===== src/rtl/ahb_buf_macros.svh =====
`ifndef AHB_BUF_MACROS_SVH
`define AHB_BUF_MACROS_SVH

// Storage size in 32-bit words
// Any power of two works
`define AHB_BUF_MEM_WORDS 256

// Posted-write FIFO entries
// Power of two, at least 2
`define AHB_BUF_FIFO_DEPTH 4

// Word index width into storage
// Follows the storage depth
`define AHB_BUF_AW $clog2(`AHB_BUF_MEM_WORDS)

`endif


===== src/rtl/ahb_buf_pkg.sv =====
package ahb_buf_pkg;

	// AHB-Lite HTRANS encodings
	typedef enum logic [1:0] {
		HTRANS_IDLE   = 2'b00,
		HTRANS_BUSY   = 2'b01,
		HTRANS_NONSEQ = 2'b10,
		HTRANS_SEQ    = 2'b11
	} htrans_e;

	// AHB-Lite HSIZE encodings up to a word
	// Larger codes may still appear on the bus and are flagged as errors
	typedef enum logic [2:0] {
		HSIZE_BYTE = 3'b000,
		HSIZE_HALF = 3'b001,
		HSIZE_WORD = 3'b010
	} hsize_e;

	// One posted write, 68 bits
	typedef struct packed {
		logic [29:0] addr;    // Word address, haddr[31:2]
		logic [3:0]  strb;    // Byte lane enables
		logic [31:0] data;    // Write data as seen on hwdata
		logic [1:0]  pad;     // Always zero
	} buf_req_t;

	// Bus-side FSM states
	typedef enum logic [2:0] {
		ST_IDLE,         // No data phase in progress
		ST_WRITE,        // Write data phase, waits on a full FIFO
		ST_READ_WAIT,    // Read held until the FIFO drains
		ST_READ_DATA,    // Read data on hrdata
		ST_ERR1,         // First ERROR cycle, hready low
		ST_ERR2          // Second ERROR cycle, hready high
	} swc_state_e;

endpackage


===== src/rtl/req_fifo.sv =====
`timescale 1ns/100ps
`include "ahb_buf_macros.svh"

module req_fifo import ahb_buf_pkg::*; (
	input  logic     hclk,
	input  logic     hrstn,
	// Push side, never pushed while full
	input  logic     wreq,
	input  buf_req_t wbuf,
	output logic     full,
	output logic     empty,
	// Drain side
	output logic     drain_valid,
	output buf_req_t drain_req,
	input  logic     drain_ready
);

	localparam int PW = $clog2(`AHB_BUF_FIFO_DEPTH);
	localparam logic [PW:0] DEPTH = (PW+1)'(`AHB_BUF_FIFO_DEPTH);

	buf_req_t mem [`AHB_BUF_FIFO_DEPTH];

	logic [PW-1:0] wr_ptr;
	logic [PW-1:0] rd_ptr;
	logic [PW:0]   count;
	logic          pop;

	assign pop = drain_valid && drain_ready;

	// Entry storage
	always_ff @(posedge hclk) begin
		if (wreq)
			mem[wr_ptr] <= wbuf;
	end

	// Pointers wrap on their own with a power-of-two depth
	always_ff @(posedge hclk or negedge hrstn) begin
		if (!hrstn) begin
			wr_ptr <= '0;
			rd_ptr <= '0;
		end else begin
			if (wreq)
				wr_ptr <= wr_ptr + 1'b1;
			if (pop)
				rd_ptr <= rd_ptr + 1'b1;
		end
	end

	// Occupancy
	always_ff @(posedge hclk or negedge hrstn) begin
		if (!hrstn)
			count <= '0;
		else begin
			case ({wreq, pop})
				2'b10:   count <= count + 1'b1;
				2'b01:   count <= count - 1'b1;
				default: count <= count;
			endcase
		end
	end

	assign full        = (count == DEPTH);
	assign empty       = (count == '0);
	assign drain_valid = !empty;
	// Head entry, held while the drain stalls
	assign drain_req   = mem[rd_ptr];

	a_count_max: assert property (@(posedge hclk) disable iff (!hrstn)
		count <= DEPTH);

endmodule


===== config.mk =====
export PLATFORM = sky130hd
export DESIGN_NAME = req_fifo
export DESIGN_NICKNAME = d
export VERILOG_FILES = /design/src/rtl/ahb_buf_pkg.sv /design/src/rtl/req_fifo.sv
export VERILOG_INCLUDE_DIRS = /design/src /design/src/rtl
export SDC_FILE = /design/constraint.sdc
export NUM_CORES = 1
export LEC_CHECK = 0
export ABC_CLOCK_PERIOD_IN_PS = 2850
export CAP_MARGIN = 40
export CELL_PAD_IN_SITES_DETAIL_PLACEMENT = 2
export CELL_PAD_IN_SITES_GLOBAL_PLACEMENT = 2
export CORE_MARGIN = 2
export CORE_UTILIZATION = 45
export CTS_CLUSTER_DIAMETER = 50
export CTS_CLUSTER_SIZE = 24
export DETAILED_ROUTE_END_ITERATION = 8
export DONT_BUFFER_PORTS = 1
export PLACE_DENSITY = 0.81
export SETUP_SLACK_MARGIN = 0.05
export SKIP_LAST_GASP = 1
export SYNTH_ARGS = -nofsm -noshare
export SYNTH_HDL_FRONTEND = slang
export SYNTH_SLANG_ARGS = --single-unit
export TNS_END_PERCENT = 50

===== constraint.sdc =====
create_clock -name hclk -period 2.85 [get_ports hclk]
set_input_delay 0.57 -clock hclk [delete_from_list [all_inputs] [get_ports hclk]]
set_output_delay 0.57 -clock hclk [all_outputs]
set_load 0.1 [all_outputs]

# After elaboration in Yosys (flattened, before gate mapping)
# Memory sizes are Yosys's and may differ from the RTL's.
# Cells that the tools add are included.
[word_totals]
regBits = 7
mem_count = 1
elab_cells = 18
mem_bits_rw = 272
[mem_list]
columns = ["name", "words", "word_bits", "read_ports", "rd_ports_with_merged_regs", "wr", "line_no", "source"]
rows = [
  ["mem", 4, 68, 1, 0, 1, "req_fifo.sv:21", "buf_req_t mem [`AHB_BUF_FIFO_DEPTH];"],
]
[op_classes]
n_eq_ne = 3
reduce_logical = 4
addsub = 4
n_mux = 3
[ops]
columns = ["operator", "n"]
rows = [
  ["3-bit one-hot mux with 2 select lines", 1],
  ["2-bit by 1-bit adder with 2-bit output, second input constant", 2],
  ["3-bit by 1-bit adder with 3-bit output, second input constant", 1],
  ["3-bit equality test, second input constant", 1],
  ["3-bit zero test", 1],
  ["3-bit by 1-bit subtractor with 3-bit output, second input constant", 1],
  ["2-bit by 1-bit equality test with 1-bit output, second input constant", 1],
  ["2-bit equality test, second input constant", 1],
  ["1-bit two-way mux", 2],
  ["2-bit nonzero test", 1],
  ["1-bit logical AND", 1],
  ["1-bit zero test", 1],
]

# Depth between registers and ports, before layout
# Gate-level depths: netlist (run 1).
[depth]
word_depth = 5
mapped_depth = 7
mapped_depth_nobuf = 7

# Worst setup path after synthesis (run 1)
# OpenSTA, ideal clock, no wires.
[synth_path]
path_type = "reg2reg"
startpoint = "reg wr_ptr[0]"
endpoint = "mem mem[0][0] (netlist bit), enable pin"
t_arrival_ns = 2.216
path_buffers = 0
slack_ns = 0.201
setup_ns = 0.433
path_stages_with_launch = 4
cell_sequence = "dfrtp_1 inv_1 ha_1 and2_1"
[synth_rtl]
columns = ["item", "line_no", "source"]
rows = [
  ["start, declared", "req_fifo.sv:23", "logic [PW-1:0] wr_ptr;"],
  ["start signal, assigned", "req_fifo.sv:43", "wr_ptr <= wr_ptr + 1'b1;"],
  ["end, declared", "req_fifo.sv:21", ""],
]
# No word-level cell before the write port.

==> results.md, run 1 <==
* Layout cells sized above 1 at 0.310
* CTS Buffer Depth at 3
* DP Wirelength at 13.2 mm
* TritonCTS Buffers at 30
* Post-synth net total at 472
* Max_cap viols at 0
* CP Capture Type: output pin
* RSZ-0062 raised after global routing: true
* Pin count of the biggest net entering global routing at 54
* Worst Tran Pin Value at 0.553 ns
* DRT iter0 DRCs at 262
* Drt pass-1 iters at 4
* P&R area growth vs syn at 14.1%
* GRT Resource Usage Total at 0.176
* DR vias at 4,113
* Setup bufs post-CTS at 0
* Skew-Pair Late Insertion Delay at 0.55 ns
* CTS tree: built
* Rows at 55
* # clock sinks at 279
* GR Overflow Total at 0
* Critical path class: flip-flop to output pin
* Post-layout util at 0.521
* Max incr delay on CP at 0.84 ns
* Root buffer cell: clkbuf_16
* Max_slew headroom at 0.632
* Setup Skew at 0.00901 ns
* Critical Path AT at 2.21 ns
* R2R cell count at 7
* Synth Instances at 394
* Final wirelength at 21.1 mm
* Worst hold path depth at 0
* Setup TNS Final at 0 ns
* Reg2reg start: count[0]$_DFFE_PN0P_
* Number of global-route vias before repair at 4,799
* Post-synthesis sequential area ratio at 0.810
* Status: finished, final reports clean
* Critical Path RT at 2.28 ns
* ANT nets after route at 0
* Worst hold start: wbuf[0]
* Final worst-path cycle share at 0.975
* Die Wd at 155 um
* Initial antenna violation count at 0
* Starting Density at 0.456
* Critical Path Start Type: flip-flop
* R2R Setup Slk at 1.00 ns
* Final hold vios at 0
* Min cycle time layout at 2.78 ns
* Reg2reg end: count[2]$_DFFE_PN0P_
* Worst hold slack at 0.116 ns
* Nets@finish at 503
* Slew Viols, Final at 0
* Fraction of registers with async set/reset at 0.0251
* Slowest cell on the critical path: mux4_2
* Routed vias/inst at 5.60
* First-pass GRT wire length at 31.2 mm
* Cell variety after synth at 20
* Diode count at 0
* #FFs+latches synth at 279
* Die Ht at 155 um
* Core ar. at 22,600 sq um
* Worst-path fanout max at 27
* Worst-path cell chain: buf_8 > mux4_2
* Top FF cell, synth: edfxtp_1
* Placer Congestion at 0.718
* Hold Path Sink: mem[3][0]$_DFFE_PP_
* F_max at 360 MHz
* Final setup vio count at 0
* Drt drc at 0
* I/O Buffers at 0
* Post-synth EDFFs at 272
* I/O pin count at 143
* Design Area, Final at 11,800 sq um
* Syn Area/Cell at 26.1 sq um
* Clock slew at reported path FFs at 0.07 ns
* CTS H-tree depth at 1
* Hold Crit Class: input port to flip-flop
* Post-synthesis cell area at 10,300 sq um
* Wirelength per Cell at 28.8 um
* Die area at 24,100 sq um
* Yosys warning total at 0
* Placed inst area at 10,700 sq um
==> per-stage QoR <==
step | setup slack [ns] | instances
after floorplan | 0.201 | 394
after global placement | 0.497 | 676
after detailed placement | 0.475 | 676
after CTS | 0.0230 | 733
after global routing | -0.00643 | 734
final | 0.0717 | 734
==> cell usage in the layout (no fill, tap or decap), types with 2 or more instances in the layout <==
cell type and count:
edfxtp_1 272, mux4_2 68, clkbuf_16 32, inv_1 7, buf_12 6, ha_1 5, clkbuf_1 5, inv_6 5
clkinv_4 5, dfrtp_1 5, buf_4 5, and2_4 4, xor2_1 4, bufinv_16 3, inv_8 3, xnor2_1 2
nand2_1 2, clkinvlp_4 2, dfrtp_4 2
==> metal layers <==
metal | up-vias | GRT usage | part of all wire
met5 | - | 0 | 0
met4 | 0 | 0.0406 | 0.019
met3 | 34 | 0.0535 | 0.067
met2 | 129 | 0.325 | 0.55
met1 | 2205 | 0.201 | 0.37
li1 | 1745 | - | -
==> sequential cells by signal, indices dropped and copies added, names as in the netlist <==
signal,flops
count,3
mem,272
rd_ptr,2
wr_ptr,2
==> synth_stat cells, types with 2 or more instances <==
master | n | area, sq um
edfxtp_1 | 272 | 8170
mux4_2 | 68 | 1530
buf_12 | 7 | 140
buf_2 | 7 | 35.0
dfrtp_1 | 7 | 175
inv_1 | 7 | 26.3
ha_1 | 5 | 62.6
and2_1 | 4 | 25.0
xor2_1 | 4 | 35.0
nand2_1 | 2 | 7.51
xnor2_1 | 2 | 17.5
==> logic make-up after synthesis <==
| group | synth area share |
|---|---|
| XOR/XNOR | 0.00510 |
| adder cells (fa/ha/maj) | 0.00802 |
| flip-flops | 0.810 |
| AO/OA/AOI/OAI | 0.00134 |
| AND/OR/NAND/NOR | 0.00474 |
| multiplexers | 0.150 |
| buffers and inverters | 0.0214 |
==> worst max-delay path, delay by kind of cell, from the launching register on <==
family                 cells  cell delay [ns]
multiplexers               1             0.84
buffers and inverters      1             0.31
flip-flops                 1             0.49
==> layout make-up <==
class	count	area [sq um]
flip-flops and latches	279	8350
well taps	285	357
fillers	1852	10800
clock buffers	37	808
repair buffers	15	235
clock inverters	19	231
multi-input cells	92	1750
inverters	7	26.3
==> worst max-delay path by stage <==
stage                                from                  end  slack [ns]  cells after the start
floorplan           wr_ptr[0]$_DFFE_PN0P_  mem[0][0]$_DFFE_PP_        0.20                      3
global placement    rd_ptr[0]$_DFFE_PN0P_         drain_req[9]        0.50                      2
finish              rd_ptr[0]$_DFFE_PN0P_         drain_req[8]        0.07                      2
CTS                 rd_ptr[0]$_DFFE_PN0P_        drain_req[14]        0.02                      2
global route        rd_ptr[0]$_DFFE_PN0P_        drain_req[53]      -0.006                      2
detailed placement  rd_ptr[0]$_DFFE_PN0P_        drain_req[53]        0.48                      2
==> repair_timing <==
action,4_1_cts,5_1_grt
hold buffers,1,0
endpoints found under the hold margin,7,0
setup endpoints to repair,44,49
cloned,0,1
pin swaps,0,0
gates resized for setup,2,1
Power of run 1 is left out: the tool's default activity adds up to more than one toggle a clock period on the data nets, which glitch-free logic cannot reach.
==> run 2, diff against run 1 <==
--- a/config.mk
+++ b/config.mk
@@ -10,6 +10,7 @@
 export CAP_MARGIN = 40
 export CELL_PAD_IN_SITES_DETAIL_PLACEMENT = 2
 export CELL_PAD_IN_SITES_GLOBAL_PLACEMENT = 2
+export CORE_ASPECT_RATIO = 0.7
 export CORE_MARGIN = 2
 export CORE_UTILIZATION = 45
 export CTS_CLUSTER_DIAMETER = 50
==> results.md, run 2 (synthesis gave the netlist of run 1 again) <==
* Finished Layout Cells at 748 (was 734)
* Starting Density at 0.457 (was 0.456)
* Slowest cell on the critical path: mux4_2 (unchanged)
* Root buffer cell: clkbuf_16 (unchanged)
* Nets@finish at 496 (was 503)
* Worst Tran Pin Value at 0.587 ns (was 0.553 ns)
* Max_slew headroom at 0.609 (was 0.632)
* Initial antenna violation count at 1 (was 0)
* P&R area growth vs syn at 12.0% (was 14.1%)
* DR vias at 4,074 (was 4,113)
* Final hold vios at 0 (unchanged)
* Number of global-route vias before repair at 4,576 (was 4,799)
* Placer Congestion at 0.800 (was 0.718)
* Clock slew at reported path FFs at 0.08 ns (was 0.07 ns)
* GRT Resource Usage Total at 0.177 (was 0.176)
* Commonest non-fill, non-tap cell in the layout: edfxtp_1 (unchanged)
* Worst-path cell chain: buf_6 > mux4_2 (was buf_8 > mux4_2)
* RSZ-0062 raised after global routing: true (unchanged)
* Largest Register: mem (unchanged)
* Hold Crit Class: input port to flip-flop (unchanged)
* I/O Buffers at 0 (unchanged)
* DP Wirelength at 13.7 mm (was 13.2 mm)
* Number of flip-flops in the largest register at 272 (unchanged)
* Pin count of the biggest net entering global routing at 70 (was 54)
* DRT iter0 DRCs at 296 (was 262)
* Final setup vio count at 0 (unchanged)
* Drt pass-1 iters at 4 (unchanged)
* Setup Skew at 0.0212 ns (was 0.00901 ns)
* Buf+Inv Stages, Crit Path at 1 (unchanged)
* Max incr delay on CP at 0.84 ns (about the same)
* Layout cells sized above 1 at 0.299 (was 0.310)
* TritonCTS Buffers at 23 (was 30)
* Crit path max-delay family: multiplexers (unchanged)
* Worst-path fanout max at 24 (was 27)
* Min cycle time layout at 2.76 ns (was 2.78 ns)
* Setup bufs post-CTS at 0 (unchanged)
* Wirelength per Cell at 28.7 um (was 28.8 um)
* FILL cells at 1,888 (was 1,852)
* Pre-CTS WS at 0.560 ns (was 0.475 ns)
* Skew-Pair Late Insertion Delay at 0.53 ns (was 0.55 ns)
* Inst Count DP at 703 (was 676)
* Critical Path AT at 2.19 ns (was 2.21 ns)
* Drt drc at 0 (unchanged)
* First-pass GRT wire length at 30.8 mm (was 31.2 mm)
* Status: finished, final reports clean (unchanged)
* CTS Buffer Depth at 3 (unchanged)
* CTS tree: built (unchanged)
* Final wirelength at 21.5 mm (was 21.1 mm)
* Die area at 24,100 sq um (about the same)
* Regs by FF count: mem (272), count (3) (unchanged)
* Final worst-path cycle share at 0.969 (was 0.975)
* ANT nets after route at 0 (unchanged)
* Setup TNS Final at 0 ns (unchanged)
* Worst setup margin at 0.0885 ns (was 0.0717 ns)
* Critical Path RT at 2.28 ns (about the same)
* Rows at 46 (was 55)
* Routed vias/inst at 5.45 (was 5.60)
* F_max at 362 MHz (was 360 MHz)
* Critical path class: flip-flop to output pin (unchanged)
* Max_cap viols at 0 (unchanged)
* GR Overflow Total at 0 (unchanged)
* I/O pin count at 143 (unchanged)
* CTS H-tree depth at 1 (unchanged)
* Critical Path Start Type: flip-flop (unchanged)
* CP Capture Type: output pin (unchanged)
* Most frequent cells in the layout: edfxtp_1 (272), mux4_2 (68), clkbuf_16 (24) (was edfxtp_1 (272), mux4_2 (68), clkbuf_16 (32))
* Core ar. at 22,600 sq um (about the same)
* Die Wd at 185 um (was 155 um)
* # clock sinks at 279 (unchanged)
* Slew Viols, Final at 0 (unchanged)
* Die Ht at 131 um (was 155 um)
-- run 2: cell types whose count changed in the layout (fill, tap and decap cells not counted), moves of 2 or more --
cell       delta
inv_12        +3
inv_8         -2
clkbuf_1      -5
clkinv_8      +3
clkbuf_16     -8
inv_6         +3
bufinv_16     -2
clkinv_4      -4
-- run 2: worst paths after layout --
check	startpoint	end	slack (ns)	depth (start not counted)
worst max-delay path	rd_ptr[0]$_DFFE_PN0P_	drain_req[36]	0.09	2
worst min-delay path	wreq	wr_ptr[0]$_DFFE_PN0P_	0.12	1
worst max register to register	count[0]$_DFFE_PN0P_	count[2]$_DFFE_PN0P_	0.79	7
worst min register to register	wr_ptr[0]$_DFFE_PN0P_	wr_ptr[0]$_DFFE_PN0P_	0.55	1
max in group asynchronous	hrstn	rd_ptr[1]$_DFFE_PN0P_	2.05	1
min in group asynchronous	hrstn	wr_ptr[0]$_DFFE_PN0P_	0.42	1
-- run 2: layout make-up --
| class | count | area [sq um] | share of cell area |
|---|---|---|---|
| antenna | 1 | 2.50 | 0.000217 |
| timing repair buffer | 15 | 219 | 0.0190 |
| sequential | 279 | 8350 | 0.723 |
| multi-input combinational | 92 | 1750 | 0.152 |
| inverter | 7 | 26.3 | 0.00228 |
| clock inverter | 19 | 230 | 0.0199 |
| clock buffer | 23 | 576 | 0.0499 |
| tap | 312 | 390 | 0.0338 |
-- run 2: worst register-to-register path, stage by stage, from the launching register on --
cell,delay [ns]
dfrtp_1,0.41
o31a_1,0.37
ha_1,0.27
inv_1,0.07
fa_1,0.40
xor2_1,0.17
nor2_1,0.12
xor2_1,0.18
-- run 2: layer usage --
metal,part of all wire,track usage
met1,0.41,0.231
met2,0.49,0.293
met4,0.015,0.0336
met5,0,0
met3,0.093,0.0646
-- run 2: per-stage QoR --
step | area, sq um | util | hold WS, ns
6_report | 11500 | 0.512 | 0.121
5_1_grt | 11500 | 0.512 | 0.103
4_1_cts | 11500 | 0.510 | 0.0989
3_5_place_dp | 10700 | 0.474 | 0.275
3_3_place_gp | 10700 | 0.474 | 0.275
2_1_floorplan | 10300 | - | 0.274
-- run 2: what timing repair did --
action,in CTS,in global routing
resized for setup,2,0
hold endpoints to repair,7,0
cloned,0,1
setup endpoints to repair,54,47
hold buffers,1,0
Power of run 2 is left out for the same reason.
