**src/rtl/ahb_buf_macros.svh**
```systemverilog
`ifndef AHB_BUF_MACROS_SVH
`define AHB_BUF_MACROS_SVH

// Storage size in 32-bit words
// Any power of two works
`define AHB_BUF_MEM_WORDS 256

// Posted-write FIFO entries
// Power of two, at least 2
`define AHB_BUF_FIFO_DEPTH 4

// Word index width into storage
// Follows the storage depth
`define AHB_BUF_AW $clog2(`AHB_BUF_MEM_WORDS)

`endif

```
**src/rtl/ahb_buf_pkg.sv**
```systemverilog
package ahb_buf_pkg;

	// AHB-Lite HTRANS encodings
	typedef enum logic [1:0] {
		HTRANS_IDLE   = 2'b00,
		HTRANS_BUSY   = 2'b01,
		HTRANS_NONSEQ = 2'b10,
		HTRANS_SEQ    = 2'b11
	} htrans_e;

	// AHB-Lite HSIZE encodings up to a word
	// Larger codes may still appear on the bus and are flagged as errors
	typedef enum logic [2:0] {
		HSIZE_BYTE = 3'b000,
		HSIZE_HALF = 3'b001,
		HSIZE_WORD = 3'b010
	} hsize_e;

	// One posted write, 68 bits
	typedef struct packed {
		logic [29:0] addr;    // Word address, haddr[31:2]
		logic [3:0]  strb;    // Byte lane enables
		logic [31:0] data;    // Write data as seen on hwdata
		logic [1:0]  pad;     // Always zero
	} buf_req_t;

	// Bus-side FSM states
	typedef enum logic [2:0] {
		ST_IDLE,         // No data phase in progress
		ST_WRITE,        // Write data phase, waits on a full FIFO
		ST_READ_WAIT,    // Read held until the FIFO drains
		ST_READ_DATA,    // Read data on hrdata
		ST_ERR1,         // First ERROR cycle, hready low
		ST_ERR2          // Second ERROR cycle, hready high
	} swc_state_e;

endpackage

```
**src/rtl/ahbs_swc.sv**
```systemverilog
`timescale 1ns/100ps
`include "ahb_buf_macros.svh"

module ahbs_swc import ahb_buf_pkg::*; (
	input  logic                   hclk,
	input  logic                   hrstn,
	input  logic [31:0]            haddr,
	input  htrans_e                htrans,
	input  logic                   hwrite,
	input  hsize_e                 hsize,
	// Protection and lock are not used by this slave
	input  logic [6:0]             hprot,
	input  logic                   hmastlock,
	input  logic [31:0]            hwdata,
	output logic [31:0]            hrdata,
	output logic                   hready,
	output logic                   hresp,
	// FIFO side
	input  logic                   full,
	input  logic                   empty,
	output logic                   wreq,
	output buf_req_t               wbuf,
	// Storage read side
	output logic                   rreq,
	output logic [`AHB_BUF_AW-1:0] rbuffaddr,
	input  logic [31:0]            rbuffdata
);

	swc_state_e state;
	swc_state_e state_d;
	swc_state_e addr_next;

	logic        addr_valid;
	logic        addr_err;
	logic [31:0] addr_q;
	hsize_e      size_q;
	logic [3:0]  strb;

	// SEQ counts as NONSEQ, BUSY as IDLE
	assign addr_valid = (htrans == HTRANS_NONSEQ) || (htrans == HTRANS_SEQ);

	// Too wide, or not aligned to its own size
	assign addr_err = (hsize > HSIZE_WORD) ||
		((hsize == HSIZE_HALF) && haddr[0]) ||
		((hsize == HSIZE_WORD) && (haddr[1:0] != 2'b00));

	// State entered from a new address phase
	always_comb begin
		if (!addr_valid)
			addr_next = ST_IDLE;
		else if (addr_err)
			addr_next = ST_ERR1;
		else if (hwrite)
			addr_next = ST_WRITE;
		else
			addr_next = ST_READ_WAIT;
	end

	always_comb begin
		state_d = state;
		case (state)
			ST_WRITE:     if (!full) state_d = addr_next;
			ST_READ_WAIT: if (empty) state_d = ST_READ_DATA;
			ST_ERR1:      state_d = ST_ERR2;
			// Idle, read data and second error cycle all sample a new address
			default:      state_d = addr_next;
		endcase
	end

	always_ff @(posedge hclk or negedge hrstn) begin
		if (!hrstn)
			state <= ST_IDLE;
		else
			state <= state_d;
	end

	// Address phase capture
	always_ff @(posedge hclk) begin
		if (hready && addr_valid) begin
			addr_q <= haddr;
			size_q <= hsize;
		end
	end

	// Byte lanes from the captured size and offset
	always_comb begin
		case (size_q)
			HSIZE_BYTE: strb = 4'b0001 << addr_q[1:0];
			HSIZE_HALF: strb = addr_q[1] ? 4'b1100 : 4'b0011;
			default:    strb = 4'b1111;
		endcase
	end

	// Bus response
	always_comb begin
		case (state)
			ST_WRITE:              hready = !full;
			ST_READ_WAIT, ST_ERR1: hready = 1'b0;
			default:               hready = 1'b1;
		endcase
	end
	assign hresp  = (state == ST_ERR1) || (state == ST_ERR2);
	assign hrdata = (state == ST_READ_DATA) ? rbuffdata : 32'h0;

	// Push in the write data phase with data straight off hwdata
	assign wreq      = (state == ST_WRITE) && !full;
	assign wbuf.addr = addr_q[31:2];
	assign wbuf.strb = strb;
	assign wbuf.data = hwdata;
	assign wbuf.pad  = 2'b00;

	// Single read strobe once earlier writes are in storage
	assign rreq      = (state == ST_READ_WAIT) && empty;
	assign rbuffaddr = addr_q[`AHB_BUF_AW+1:2];

	// A push always leaves the FIFO non-empty in the next cycle
	a_push_lands: assert property (@(posedge hclk) disable iff (!hrstn)
		wreq |=> !empty);

	// No read strobe in the cycle right after a push
	a_rreq_after_drain: assert property (@(posedge hclk) disable iff (!hrstn)
		rreq |-> !$past(wreq));

endmodule

```
**config.mk**
```make
export PLATFORM = sky130hd
export DESIGN_NAME = ahbs_swc
export DESIGN_NICKNAME = d
export VERILOG_FILES = /design/src/rtl/ahb_buf_pkg.sv /design/src/rtl/ahbs_swc.sv
export VERILOG_INCLUDE_DIRS = /design/src /design/src/rtl
export SDC_FILE = /design/constraint.sdc
export NUM_CORES = 1
export LEC_CHECK = 0
export BUFFER_PORTS_ARGS = -buffer_cell sky130_fd_sc_hd__buf_2
export CAP_MARGIN = 20
export CELL_PAD_IN_SITES_DETAIL_PLACEMENT = 0
export CELL_PAD_IN_SITES_GLOBAL_PLACEMENT = 1
export CORE_MARGIN = 8
export CORE_UTILIZATION = 25
export DETAILED_ROUTE_END_ITERATION = 7
export GPL_TIMING_DRIVEN = 1
export HOLD_SLACK_MARGIN = 0.02
export PLACE_DENSITY = 0.87
export SLEW_MARGIN = 20
export SYNTH_ARGS = -nofsm -noshare
export SYNTH_HDL_FRONTEND = slang
export SYNTH_SLANG_ARGS = --single-unit
```
**constraint.sdc**
```tcl
create_clock -name hclk -period 6.15 [get_ports hclk]
set_input_delay 1.845 -clock hclk [delete_from_list [all_inputs] [get_ports hclk]]
set_output_delay 1.845 -clock hclk [all_outputs]
set_load 0.005 [all_outputs]
```
Yosys cells after proc, flatten, opt, wreduce, memory -nomap -nowiden. Index checks and enable logic that the tools add are counted.

Equal/unequal tests: 12. Shift-type cells: 1. Multiplexer cells: 10. $lt $le $gt $ge: 1. Reductions and logical operators: 14.

Operator list (number): $mux W32 (1); $mux W3 (4); $eq A3 B1 Y1 const B (3); $eq A3 B2 Y1 const B (3); $pmux W3 S3 (1); $pmux W4 S2 (1); $eq A3 B3 Y1 const B (2); $logic_and A1 B1 Y1 (5); $eq A2 B2 Y1 const B (2); $logic_or A1 B1 Y1 (4); $mux W4 (1); $ne A2 B2 Y1 const B (2); $shl A1 B2 Y4 const A (1); $gt A3 B2 Y1 const B (1); $logic_not A3 Y1 (1); $mux W2 (1); $pmux W1 S2 (1); $reduce_and A2 Y1 (1); $reduce_bool A2 Y1 (1); $reduce_or A2 Y1 (1); $logic_not A1 Y1 (1).

Word-level logic and storage cells: 41. Register bits after elaboration: 38. Output and inout port bits: 112.

Longest topological paths before layout. Gate-level depths: netlist of the first run.

Depth in word-level cells: 8. Gate-level depth with buffers: 4.

Worst setup path after synthesis of the first run. Ideal clock, no wire load.

Path kind: input-to-output. From: input port full. To: output port hready. Setup slack: 1.977 ns. Stages on the path: 2. Data required time: 4.305 ns. Data arrival time: 2.328 ns. Path through: and3b_1 -> o31ai_1.

Word-level cells in the longest chain between the ends: 2.

Ends and longest elaborated chain: from (decl) (RTL line ahbs_swc.sv:19) `input logic full,`; $logic_not A1 Y1 (RTL line ahbs_swc.sv:97) `ST_WRITE: hready = !full;`; $pmux W1 S2 (RTL line ahbs_swc.sv:96) `case (state)`; to (decl) (RTL line ahbs_swc.sv:16) `output logic hready,`.

Every way passes these cells.

Final worst setup path of the first run. Same ends and word-level chain as after synthesis.

==> reports/results.tsv, run 1 <==
stage	metric	value	unit
cts	htree_num_levels	2	
critical_path	cpMaxStageDelayCell	o31ai_1	
critical_path	cp-start-kind	input pin	
cts	cts_resized	0	
power_and_ir_drop	power_leakage	1.24	nW
timing	finClkSkew	0.00537	ns
power_and_ir_drop	power.internal	0.000576	W
cts	clk_latency	0.28	ns
cts	cts_tree	done	
timing	tns	0	ns
detailed_routing	drc	0	
cts	hold_buffers	0	
timing	report.final.hold_viol_count	0	
timing	slew_viol_final	0	
flow_run	cap_violations	0	
synth	ys_warn_count	0	
detailed_routing	ant_nets	0	
die	die_area	11700	sq um
power_and_ir_drop	p_clk_share	26.2	%
die	die_x	108	microns
critical_path	cp_max_fo	4	
critical_path	critPathCapture	hready	
cells_and_area	drive_above_1_share	61.7	%
critical_path	end_kind	output port	
detailed_routing	drtPass1Iterations	4	
detailed_routing	vias	1441	
critical_path	reg2reg_to	addr_q[2]	
timing	max-slew-margin-rel	50.5	%
global_route	antenna_found_initial	0	
timing	clock.fmax	0.222	GHz
critical_path	r2r-start	state[1]	
global_route	grt_pass1_wl	7850	microns
synth	synth.avg_cell_area	11.6	sq um
synth	netlist_area	2130	sq um
cts	post_cts_buffers	0	
power_and_ir_drop	pwr-share-seq	49.3	%
critical_path	reg2reg_slack	4.11	ns
global_route	grt_max_degree	36	
cts	cts_buffers	5	
detailed_routing	drtIter0Drc	75	
hold_path	min_path_type	reg -> reg	
die	design.core.area	8260	sq um
die	start_util	25.8	%
power_and_ir_drop	switching_power	0.000227	W
die	die-height	108	microns
power_and_ir_drop	ir_drop	171	uV
critical_path	cp_common_cell	buf_2	
cells_and_area	nNetsFinal	379	
critical_path	worstPathCellList	buf_2, and3b_1, o31ai_1, buf_2	
synth	synth_cell_type_count	30	
critical_path	worst_ep_required_time	4.30	ns
cells_and_area	area_delta_synth_final	20.8	%
power_and_ir_drop	finalPower	0.000803	W
cells_and_area	final_area	2570	sq um
place	place_hpwl	4780	microns
place	place_congestion	0.700	
cts	cts_root_buf	clkbuf_8	
die	io_pins	226	
timing	setup_viol	0	
cells_and_area	diodes	0	
critical_path	reg2reg_depth	4	
cells_and_area	final_cell_mix	150 x buf_2, 35 x edfxtp_1, 33 x and2_1, 5 x o21ai_0, 5 x clkbuf_8	
status	status	finished, final reports clean	
synth	netlist_instances	184	
global_route	grt_pass1_vias	1443	
critical_path	arrival	2.65	ns
critical_path	path_buf_inv	2	
cells_and_area	final_common_cell	buf_2	
place	numPortBuffers	150	
global_route	grt_usage	8.47	%
detailed_routing	wl_per_cell	15.6	microns
timing	fin_crit_sh	73.1	%
power_and_ir_drop	pwr-share-comb	24.4	%
synth	ys_ff_latch	38	
timing	worst_pin_slew	0.742	ns
synth	ys_seq_area_share	52.8	%
cts	clock_path_buffers	2	
synth	synthFlopType	edfxtp_1	
place	place_ws	1.64	ns
timing	fin_crit	4.50	ns
critical_path	path_class	in -> out	
timing	rsz0062_at_grt	false	
detailed_routing	via_per_inst	3.88	
cts	clock_sinks	38	
die	rows	33	
critical_path	critPathMaxStageDelay	0.35	ns
critical_path	timing.critical_path.from	full	
critical_path	path_delay_family	compound AO/OA/AOI/OAI gates	
synth	ys_async_sr_fraction	7.89	%
timing	whs	0.656	ns
global_route	grt-ovfl-total	0	
power_and_ir_drop	pwr_density_cell	312	nW/um^2
detailed_routing	wl	5780	microns
power_and_ir_drop	switching_share	28.3	%
critical_path	crit_cells	4	
synth	synth_edf_count	35	
place	dpl_cell_area	2460	sq um
timing	setup_slack	1.65	ns
cts	clk_pin_slew	0.08	ns
## worst register-to-register path, stage by stage (launching register included)
cell and delay [ns]:
dfrtp_1 0.53, and3b_1 0.22, o31ai_1 0.35, and2_1 0.18, buf_4 0.39
## Yosys cell counts, types with 2 or more instances
cell | number | area share [%]
dfrtp_1 | 3 | 3.5
a211o_2 | 2 | 0.94
nor2_1 | 3 | 0.53
nor2b_1 | 3 | 0.88
edfxtp_1 | 35 | 49
buf_4 | 72 | 25
and3b_1 | 2 | 0.82
and2_1 | 33 | 9.7
o21ai_0 | 5 | 1.2
clkbuf_1 | 5 | 0.88
nand2b_1 | 2 | 0.59
## cell families after synthesis
family                 after synthesis  share of synthesized area (%)
buffers and inverters               79                           26.6
AND/OR/NAND/NOR                     52                           15.4
flip-flops                          38                           52.8
AO/OA/AOI/OAI                       14                           4.93
other                                1                          0.176
## registers in the layout, summed over array words and instances (netlist names)
signal and flops:
addr_q 32, state 3, size_q 3
## layer usage
layer	wire, microns	part of all wire [%]	vias up	track usage, %
li1	-	-	704	-
met1	2020	35	663	8.77
met2	3180	55	66	15.1
met3	513	8.9	8	3.15
met4	71	1.2	0	3.42
met5	0	0	-	0
## worst min-delay path by stage
stage                     startpoint  slack, ns       end  cells past startpoint
after floorplan             state[0]       0.54  state[2]                      1
after global placement      state[0]       0.62  state[2]                      1
after detailed placement    state[0]       0.63  state[2]                      1
after CTS                   state[2]       0.65  state[1]                      1
after global routing        state[2]       0.70  state[1]                      1
final                       state[2]       0.66  state[1]                      1
## layout make-up
| type | instances | area [sq um] |
|---|---|---|
| fill | 871 | 5680 |
| sequential | 38 | 1130 |
| timing repair buffer | 151 | 758 |
| multi-input combinational | 68 | 442 |
| tap | 105 | 131 |
| clock buffer | 5 | 68.8 |
| clock inverter | 3 | 45.0 |
| inverter | 1 | 3.75 |
## through the flow
stage	cells	utilization, %
final	371	31.2
after global routing	371	31.2
after CTS	371	31.2
after detailed placement	363	29.8
after global placement	363	29.8
after floorplan	185	-
## power groups by stage
stage	logic [W]	clock network, W	registers (W)
2_1_floorplan	0.000178	0	0.000388
3_3_place_gp	0.000199	0	0.000398
3_5_place_dp	0.000203	0	0.000402
4_1_cts	0.000203	0.000218	0.000396
5_1_grt	0.000216	0.000227	0.000403
6_report	0.000196	0.000210	0.000396
Power figures use the tool's default switching activity.
==> inputs of run 2 (changes only) <==
--- a/config.mk
+++ b/config.mk
@@ -6,16 +6,17 @@
 export SDC_FILE = /design/constraint.sdc
 export NUM_CORES = 1
 export LEC_CHECK = 0
+export ABC_AREA = 1
 export BUFFER_PORTS_ARGS = -buffer_cell sky130_fd_sc_hd__buf_2
 export CAP_MARGIN = 20
 export CELL_PAD_IN_SITES_DETAIL_PLACEMENT = 0
 export CELL_PAD_IN_SITES_GLOBAL_PLACEMENT = 1
 export CORE_MARGIN = 8
-export CORE_UTILIZATION = 25
+export CORE_UTILIZATION = 23
 export DETAILED_ROUTE_END_ITERATION = 7
 export GPL_TIMING_DRIVEN = 1
 export HOLD_SLACK_MARGIN = 0.02
-export PLACE_DENSITY = 0.87
+export PLACE_DENSITY = 0.83
 export SLEW_MARGIN = 20
 export SYNTH_ARGS = -nofsm -noshare
 export SYNTH_HDL_FRONTEND = slang
==> constraint.sdc (replaced) <==
create_clock -name hclk -period 4.4 [get_ports hclk]
set_input_delay 1.32 -clock hclk [delete_from_list [all_inputs] [get_ports hclk]]
set_output_delay 1.32 -clock hclk [all_outputs]
set_load 0.005 [all_outputs]
==> run 2 against run 1 <==
First-iteration DRC count is 8.0% higher. Sequential cell count stayed put. Worst hold slack worse by 0.059 ns. Area after synthesis is 0.29% higher. Power is 30% higher. Routed wire length is 3.5% lower. Critical endpoint unchanged. Largest power group unchanged.
==> reports/results.tsv, run 2 <==
stage	metric	value	unit
synth	synthMostInstantiatedCell	buf_4	
detailed_routing	drtIter0Drc	81	
critical_path	path_class	in -> out	
place	place_congestion	0.721	
detailed_routing	met3_length	435	microns
cts	clk_latency	0.28	ns
synth	ys_warn_count	0	
synth	synthFlopType	edfxtp_1	
timing	worst_pin_slew	0.552	ns
cts	hold_buffers	0	
die	die_x	112	microns
detailed_routing	ant_nets	0	
cells_and_area	largest_reg_flops	32	
timing	setup_slack	1.14	ns
detailed_routing	drtPass1Iterations	4	
cts	clock_sinks	38	
die	rows	35	
timing	whs	0.597	ns
die	io_pins	226	
synth	synth_area_leaders	edfxtp_1 49%, buf_4 25%, inv_1 7.5%	
critical_path	worst_ep_required_time	3.08	ns
hold_path	hp-start	state[2]	
status	status	finished, final reports clean	
timing	tns	0	ns
power_and_ir_drop	power_leakage	1.44	nW
cells_and_area	top_register	addr_q	
cells_and_area	area_delta_synth_final	20.7	%
cells_and_area	stdcell_count	423	
synth	synth.top_cell.area_share	49.2	%
place	numPortBuffers	150	
synth	netlist_instances	227	
detailed_routing	via_per_inst	3.65	
timing	fin_crit	3.26	ns
global_route	antenna_found_initial	0	
synth	netlist_area	2140	sq um
synth	synth_top_area_cell	edfxtp_1	
cts	cts_buffers	5	
die	design.core.area	9150	sq um
die	die_area	12600	sq um
critical_path	cp_max_fo	3	
critical_path	cp-start-kind	input pin	
synth	synth_cell_type_count	14	
cts	clk_pin_slew	0.07	ns
synth	ys_async_sr_fraction	7.89	%
detailed_routing	drc	0	
detailed_routing	wl_met1	2030	microns
timing	setup_viol	0	
cts	cts_root_buf	clkbuf_8	
flow_run	cap_violations	0	
critical_path	path_buf_inv	3	
detailed_routing	wl_per_cell	13.2	microns
detailed_routing	topRoutingLayerUsed	met4	
cts	cts_resized	0	
die	die-height	112	microns
critical_path	cpMaxStageDelayCell	nor2_1	
global_route	grt_pass1_wl	8370	microns
detailed_routing	vias	1544	
synth	synth_edf_count	35	
place	place_hpwl	4710	microns
timing	rsz0062_at_grt	false	
global_route	grt_pass1_vias	1667	
detailed_routing	met2_wirelength	3060	microns
cts	cts_tree	done	
critical_path	r2r-start	state[2]	
critical_path	timing.critical_path.from	full	
synth	synthTopCellsByCount	72 x buf_4, 43 x inv_1, 43 x nor2_1	
cts	clock_path_buffers	2	
hold_path	min_path_type	reg -> reg	
critical_path	arrival	1.94	ns
power_and_ir_drop	pwr_density_cell	405	nW/um^2
place	dp_cells	415	
cells_and_area	diodes	0	
timing	max-slew-margin-rel	63.2	%
timing	finClkSkew	0.00448	ns
timing	fin_crit_sh	74.2	%
global_route	grt-ovfl-total	0	
cells_and_area	final_cell_mix	150 x buf_2, 43 x inv_1, 43 x nor2_1, 35 x edfxtp_1, 11 x nand2_1	
global_route	grt_usage	8.14	%
cells_and_area	reg_top3	addr_q x32, size_q x3, state x3	
critical_path	end_kind	output port	
die	start_util	23.4	%
synth	synth.avg_cell_area	9.42	sq um
cts	htree_num_levels	2	
critical_path	path_delay_family	simple AND/OR/NAND/NOR gates	
timing	clock.fmax	0.306	GHz
critical_path	worstPathCellList	buf_2, inv_1, nor2_1, nor2_1, buf_2	
cells_and_area	drive_above_1_share	51.0	%
critical_path	critPathMaxStageDelay	0.26	ns
place	place_ws	1.13	ns
synth	ys_ff_latch	38	
cells_and_area	nNetsFinal	425	
timing	slew_viol_final	0	
global_route	grt_max_degree	36	
power_and_ir_drop	ir_drop	152	uV
cells_and_area	fillers	962	
synth	ys_seq_area_share	52.7	%
timing	report.final.hold_viol_count	0	
cells_and_area	final_common_cell	buf_2	
cts	post_cts_buffers	0	
detailed_routing	wl	5570	microns
run 2: cell count changes after synthesis, moves of 3 or more:
cell,previous run,this run
clkbuf_1,5,0
nand2_1,1,11
and2_1,33,0
nor2_1,3,43
inv_1,1,43
nor2b_1,3,0
a21oi_1,1,4
run 2: worst paths after layout:
check,slack (ns),endpoint,cells after the start
worst max-delay path,1.14,hready,5
worst min-delay path,0.60,state[2],2
worst max register to register,2.57,addr_q[11],5
worst min register to register,0.60,state[2],2
max in group asynchronous,3.47,state[2],1
min in group asynchronous,0.82,state[0],1
run 2: routing by layer:
metal,track usage (%),up-vias
met3,2.79,4
met1,7.89,690
met4,3.06,0
li1,-,781
met5,0,-
met2,15.5,69
run 2: final cells by class:
type                       count  area, sq um  area share [%]
multi-input combinational     72          315            12.2
inverter                      43          161            6.25
sequential                    38         1130            43.6
tap                          111          139            5.38
clock inverter                 2         8.76           0.339
timing repair buffer         151          758            29.4
clock buffer                   6         72.6            2.81
run 2: kinds of logic (layout without fill, tap and decap cells):
family                 count (synthesis)  in the layout  share of synthesized area, %
buffers and inverters                118            202                          33.5
and+or+nand+nor                       61             61                          11.5
DFF                                   38             38                          52.7
AOI/OAI and AO/OA                      9              9                          2.11
other                                  1              2                         0.175
run 2: worst min-delay path, cell delays in order, from the launching register on:
cell and delay (ns):
dfrtp_1 0.41, nand2_1 0.09, a21oi_1 0.07
run 2: per-stage QoR:
stage	total power [W]	util, %	cell area, sq um
6_report	0.00104	28.2	2580
3_5_place_dp	0.000834	27.3	2490
5_1_grt	0.00111	28.2	2580
4_1_cts	0.00107	28.1	2580
3_3_place_gp	0.000825	27.3	2490
2_1_floorplan	0.000777	-	2150
run 2: report_power, final:
group | switching (W) | total, W | internal [W] | leakage, nW
combinational | 0.000161 | 0.000281 | 0.000120 | 1.03
clock | 0.000119 | 0.000228 | 0.000109 | 0.0426
sequential | 0.0000317 | 0.000536 | 0.000504 | 0.370
total | 0.000311 | 0.00104 | 0.000733 | 1.44
==> inputs of run 3 (changes only) <==
--- a/config.mk
+++ b/config.mk
@@ -6,17 +6,17 @@
 export SDC_FILE = /design/constraint.sdc
 export NUM_CORES = 1
 export LEC_CHECK = 0
-export ABC_AREA = 1
+export ABC_AREA = 0
 export BUFFER_PORTS_ARGS = -buffer_cell sky130_fd_sc_hd__buf_2
 export CAP_MARGIN = 20
 export CELL_PAD_IN_SITES_DETAIL_PLACEMENT = 0
 export CELL_PAD_IN_SITES_GLOBAL_PLACEMENT = 1
 export CORE_MARGIN = 8
-export CORE_UTILIZATION = 23
+export CORE_UTILIZATION = 21
 export DETAILED_ROUTE_END_ITERATION = 7
 export GPL_TIMING_DRIVEN = 1
 export HOLD_SLACK_MARGIN = 0.02
-export PLACE_DENSITY = 0.83
+export PLACE_DENSITY = 0.78
 export SLEW_MARGIN = 20
 export SYNTH_ARGS = -nofsm -noshare
 export SYNTH_HDL_FRONTEND = slang
==> constraint.sdc (replaced) <==
create_clock -name hclk -period 2.6 [get_ports hclk]
set_input_delay 0.78 -clock hclk [delete_from_list [all_inputs] [get_ports hclk]]
set_output_delay 0.78 -clock hclk [all_outputs]
set_load 0.005 [all_outputs]
==> run 3 against run 2 <==
Die area rose by 7.9%. Critical path depth fell by 1. Worst hold slack got worse by 0.31 ns. Clock power rose by 110%. Via count fell by 6.3%. Design area rose by 1.6%. Global-route usage fell by 0.70 points. Non-clock buffer count rose by 1. Register-to-register slack got worse by 1.8 ns. Utilization fell by 1.5 points. Critical path type is now reg -> out.
==> reports/results.tsv, run 3 (synthesis results as in run 1) <==
stage	metric	value	unit
status	status	finished, final reports clean	
power_and_ir_drop	pwr_density_cell	725	nW/um^2
cells_and_area	nNetsFinal	380	
critical_path	cp-start-kind	flip-flop	
global_route	grt_pass1_vias	1502	
timing	tns	0	ns
place	place_hpwl	4840	microns
cts	cts_tree	done	
timing	fin_crit	2.38	ns
timing	fin_crit_sh	91.4	%
global_route	antenna_found_initial	0	
power_and_ir_drop	switching_power	0.000520	W
critical_path	path_buf_inv	2	
cts	clock_path_buffers	2	
detailed_routing	drc	0	
detailed_routing	wl_met1	2160	microns
power_and_ir_drop	power_leakage	1.26	nW
cts	clk_latency	0.28	ns
power_and_ir_drop	pwr-share-comb	25.9	%
critical_path	r2r-start	state[1]	
critical_path	path_delay_family	flip-flops	
detailed_routing	drtPass1Iterations	4	
detailed_routing	ant_nets	0	
cells_and_area	largest_reg_flops	32	
cells_and_area	final_common_cell	buf_2	
timing	finClkSkew	0.0101	ns
cells_and_area	reg_top3	addr_q x32, size_q x3, state x3	
die	die-height	117	microns
die	design.core.area	9820	sq um
critical_path	path_class	reg -> out	
flow_run	cap_violations	0	
detailed_routing	met2_wirelength	2960	microns
critical_path	arrival	1.60	ns
detailed_routing	via_per_inst	3.62	
detailed_routing	drtIter0Drc	56	
power_and_ir_drop	ir_drop	446	uV
global_route	grt_pass1_wl	7800	microns
detailed_routing	vias	1447	
cells_and_area	fillers	1087	
cts	htree_num_levels	2	
power_and_ir_drop	finalPower	0.00190	W
cts	cts_buffers	5	
power_and_ir_drop	switching_share	27.4	%
die	rows	36	
die	die_area	13600	sq um
die	start_util	21.7	%
detailed_routing	wl	5680	microns
cells_and_area	diodes	0	
place	place_congestion	0.754	
cts	cts_resized	0	
cts	hold_buffers	0	
critical_path	cpMaxStageDelayCell	dfrtp_1	
cells_and_area	area_delta_synth_final	23.1	%
cts	post_cts_buffers	0	
cts	clk_pin_slew	0.06	ns
cts	clock_sinks	38	
die	die_x	117	microns
global_route	grt_usage	7.44	%
hold_path	min_path_type	in -> async	
power_and_ir_drop	power.internal	0.00138	W
critical_path	critPathMaxStageDelay	0.49	ns
timing	report.final.hold_viol_count	0	
detailed_routing	wl_per_cell	14.2	microns
global_route	grt-ovfl-total	0	
timing	clock.fmax	0.421	GHz
cells_and_area	top_register	addr_q	
power_and_ir_drop	p_clk_share	25.3	%
timing	setup_viol	0	
detailed_routing	met3_length	493	microns
detailed_routing	topRoutingLayerUsed	met4	
cells_and_area	final_cell_mix	150 x buf_2, 35 x edfxtp_1, 32 x and2_1, 5 x o21ai_0, 5 x clkbuf_8	
cells_and_area	drive_above_1_share	61.4	%
timing	slew_viol_final	0	
critical_path	cp_max_fo	32	
critical_path	reg2reg_slack	0.77	ns
critical_path	timing.critical_path.from	state[2]	
timing	rsz0062_at_grt	false	
critical_path	worstPathCellList	and3b_1, buf_4, and2_1, buf_2	
critical_path	end_kind	output port	
die	io_pins	226	
cells_and_area	finish.utilization	26.7	%
power_and_ir_drop	pwr-share-seq	48.9	%
cts	cts_root_buf	clkbuf_8	
global_route	grt_max_degree	36	
place	numPortBuffers	150	
critical_path	worst_ep_required_time	1.82	ns
-- run 3: cell count changes in the layout (fill, tap and decap cells not counted), sizes merged, moves of 10 or more --
cell,before,now
inv,43,1
nor2,43,3
nand2,11,1
and2,0,33
-- run 3: path summary, 6_finish.rpt --
check,end,cells past startpoint
worst min register to register,state[2],1
max in group asynchronous,state[1],1
worst max register to register,addr_q[20],4
min in group hclk,state[2],1
worst max-delay path,hrdata[0],4
worst min-delay path,state[0],1
-- run 3: metrics by stage --
stage | instances | setup WS (ns) | cell area (sq um) | hold slack [ns]
global placement | 392 | 0.248 | 2520 | 0.582
finish | 400 | 0.225 | 2620 | 0.289
global route | 400 | 0.106 | 2620 | 0.273
detailed placement | 392 | 0.221 | 2520 | 0.581
floorplan | 185 | 0.348 | 2140 | 0.484
CTS | 400 | 0.214 | 2620 | 0.279
-- run 3: layer usage --
metal | vias up | GRT usage [%]
met5 | - | 0
met4 | 0 | 2.99
met3 | 8 | 2.74
met2 | 71 | 12.5
met1 | 659 | 8.34
li1 | 709 | -
-- run 3: cell type report --
type                       instances  area (sq um)  area share (%)
clock buffer                       7          76.3            2.91
sequential                        38          1130            42.9
timing repair buffer             152           778            29.7
clock inverter                     1          30.0            1.14
multi-input combinational         68           443            16.9
tap                              133           166            6.34
inverter                           1          3.75           0.143
-- run 3: power by group through the flow --
stage	Sequential (W)	Clock (W)	Combinational, W
2_1_floorplan	0.000914	0	0.000423
3_3_place_gp	0.000939	0	0.000503
3_5_place_dp	0.000944	0	0.000507
4_1_cts	0.000931	0.000496	0.000508
5_1_grt	0.000951	0.000516	0.000546
6_report	0.000929	0.000481	0.000492
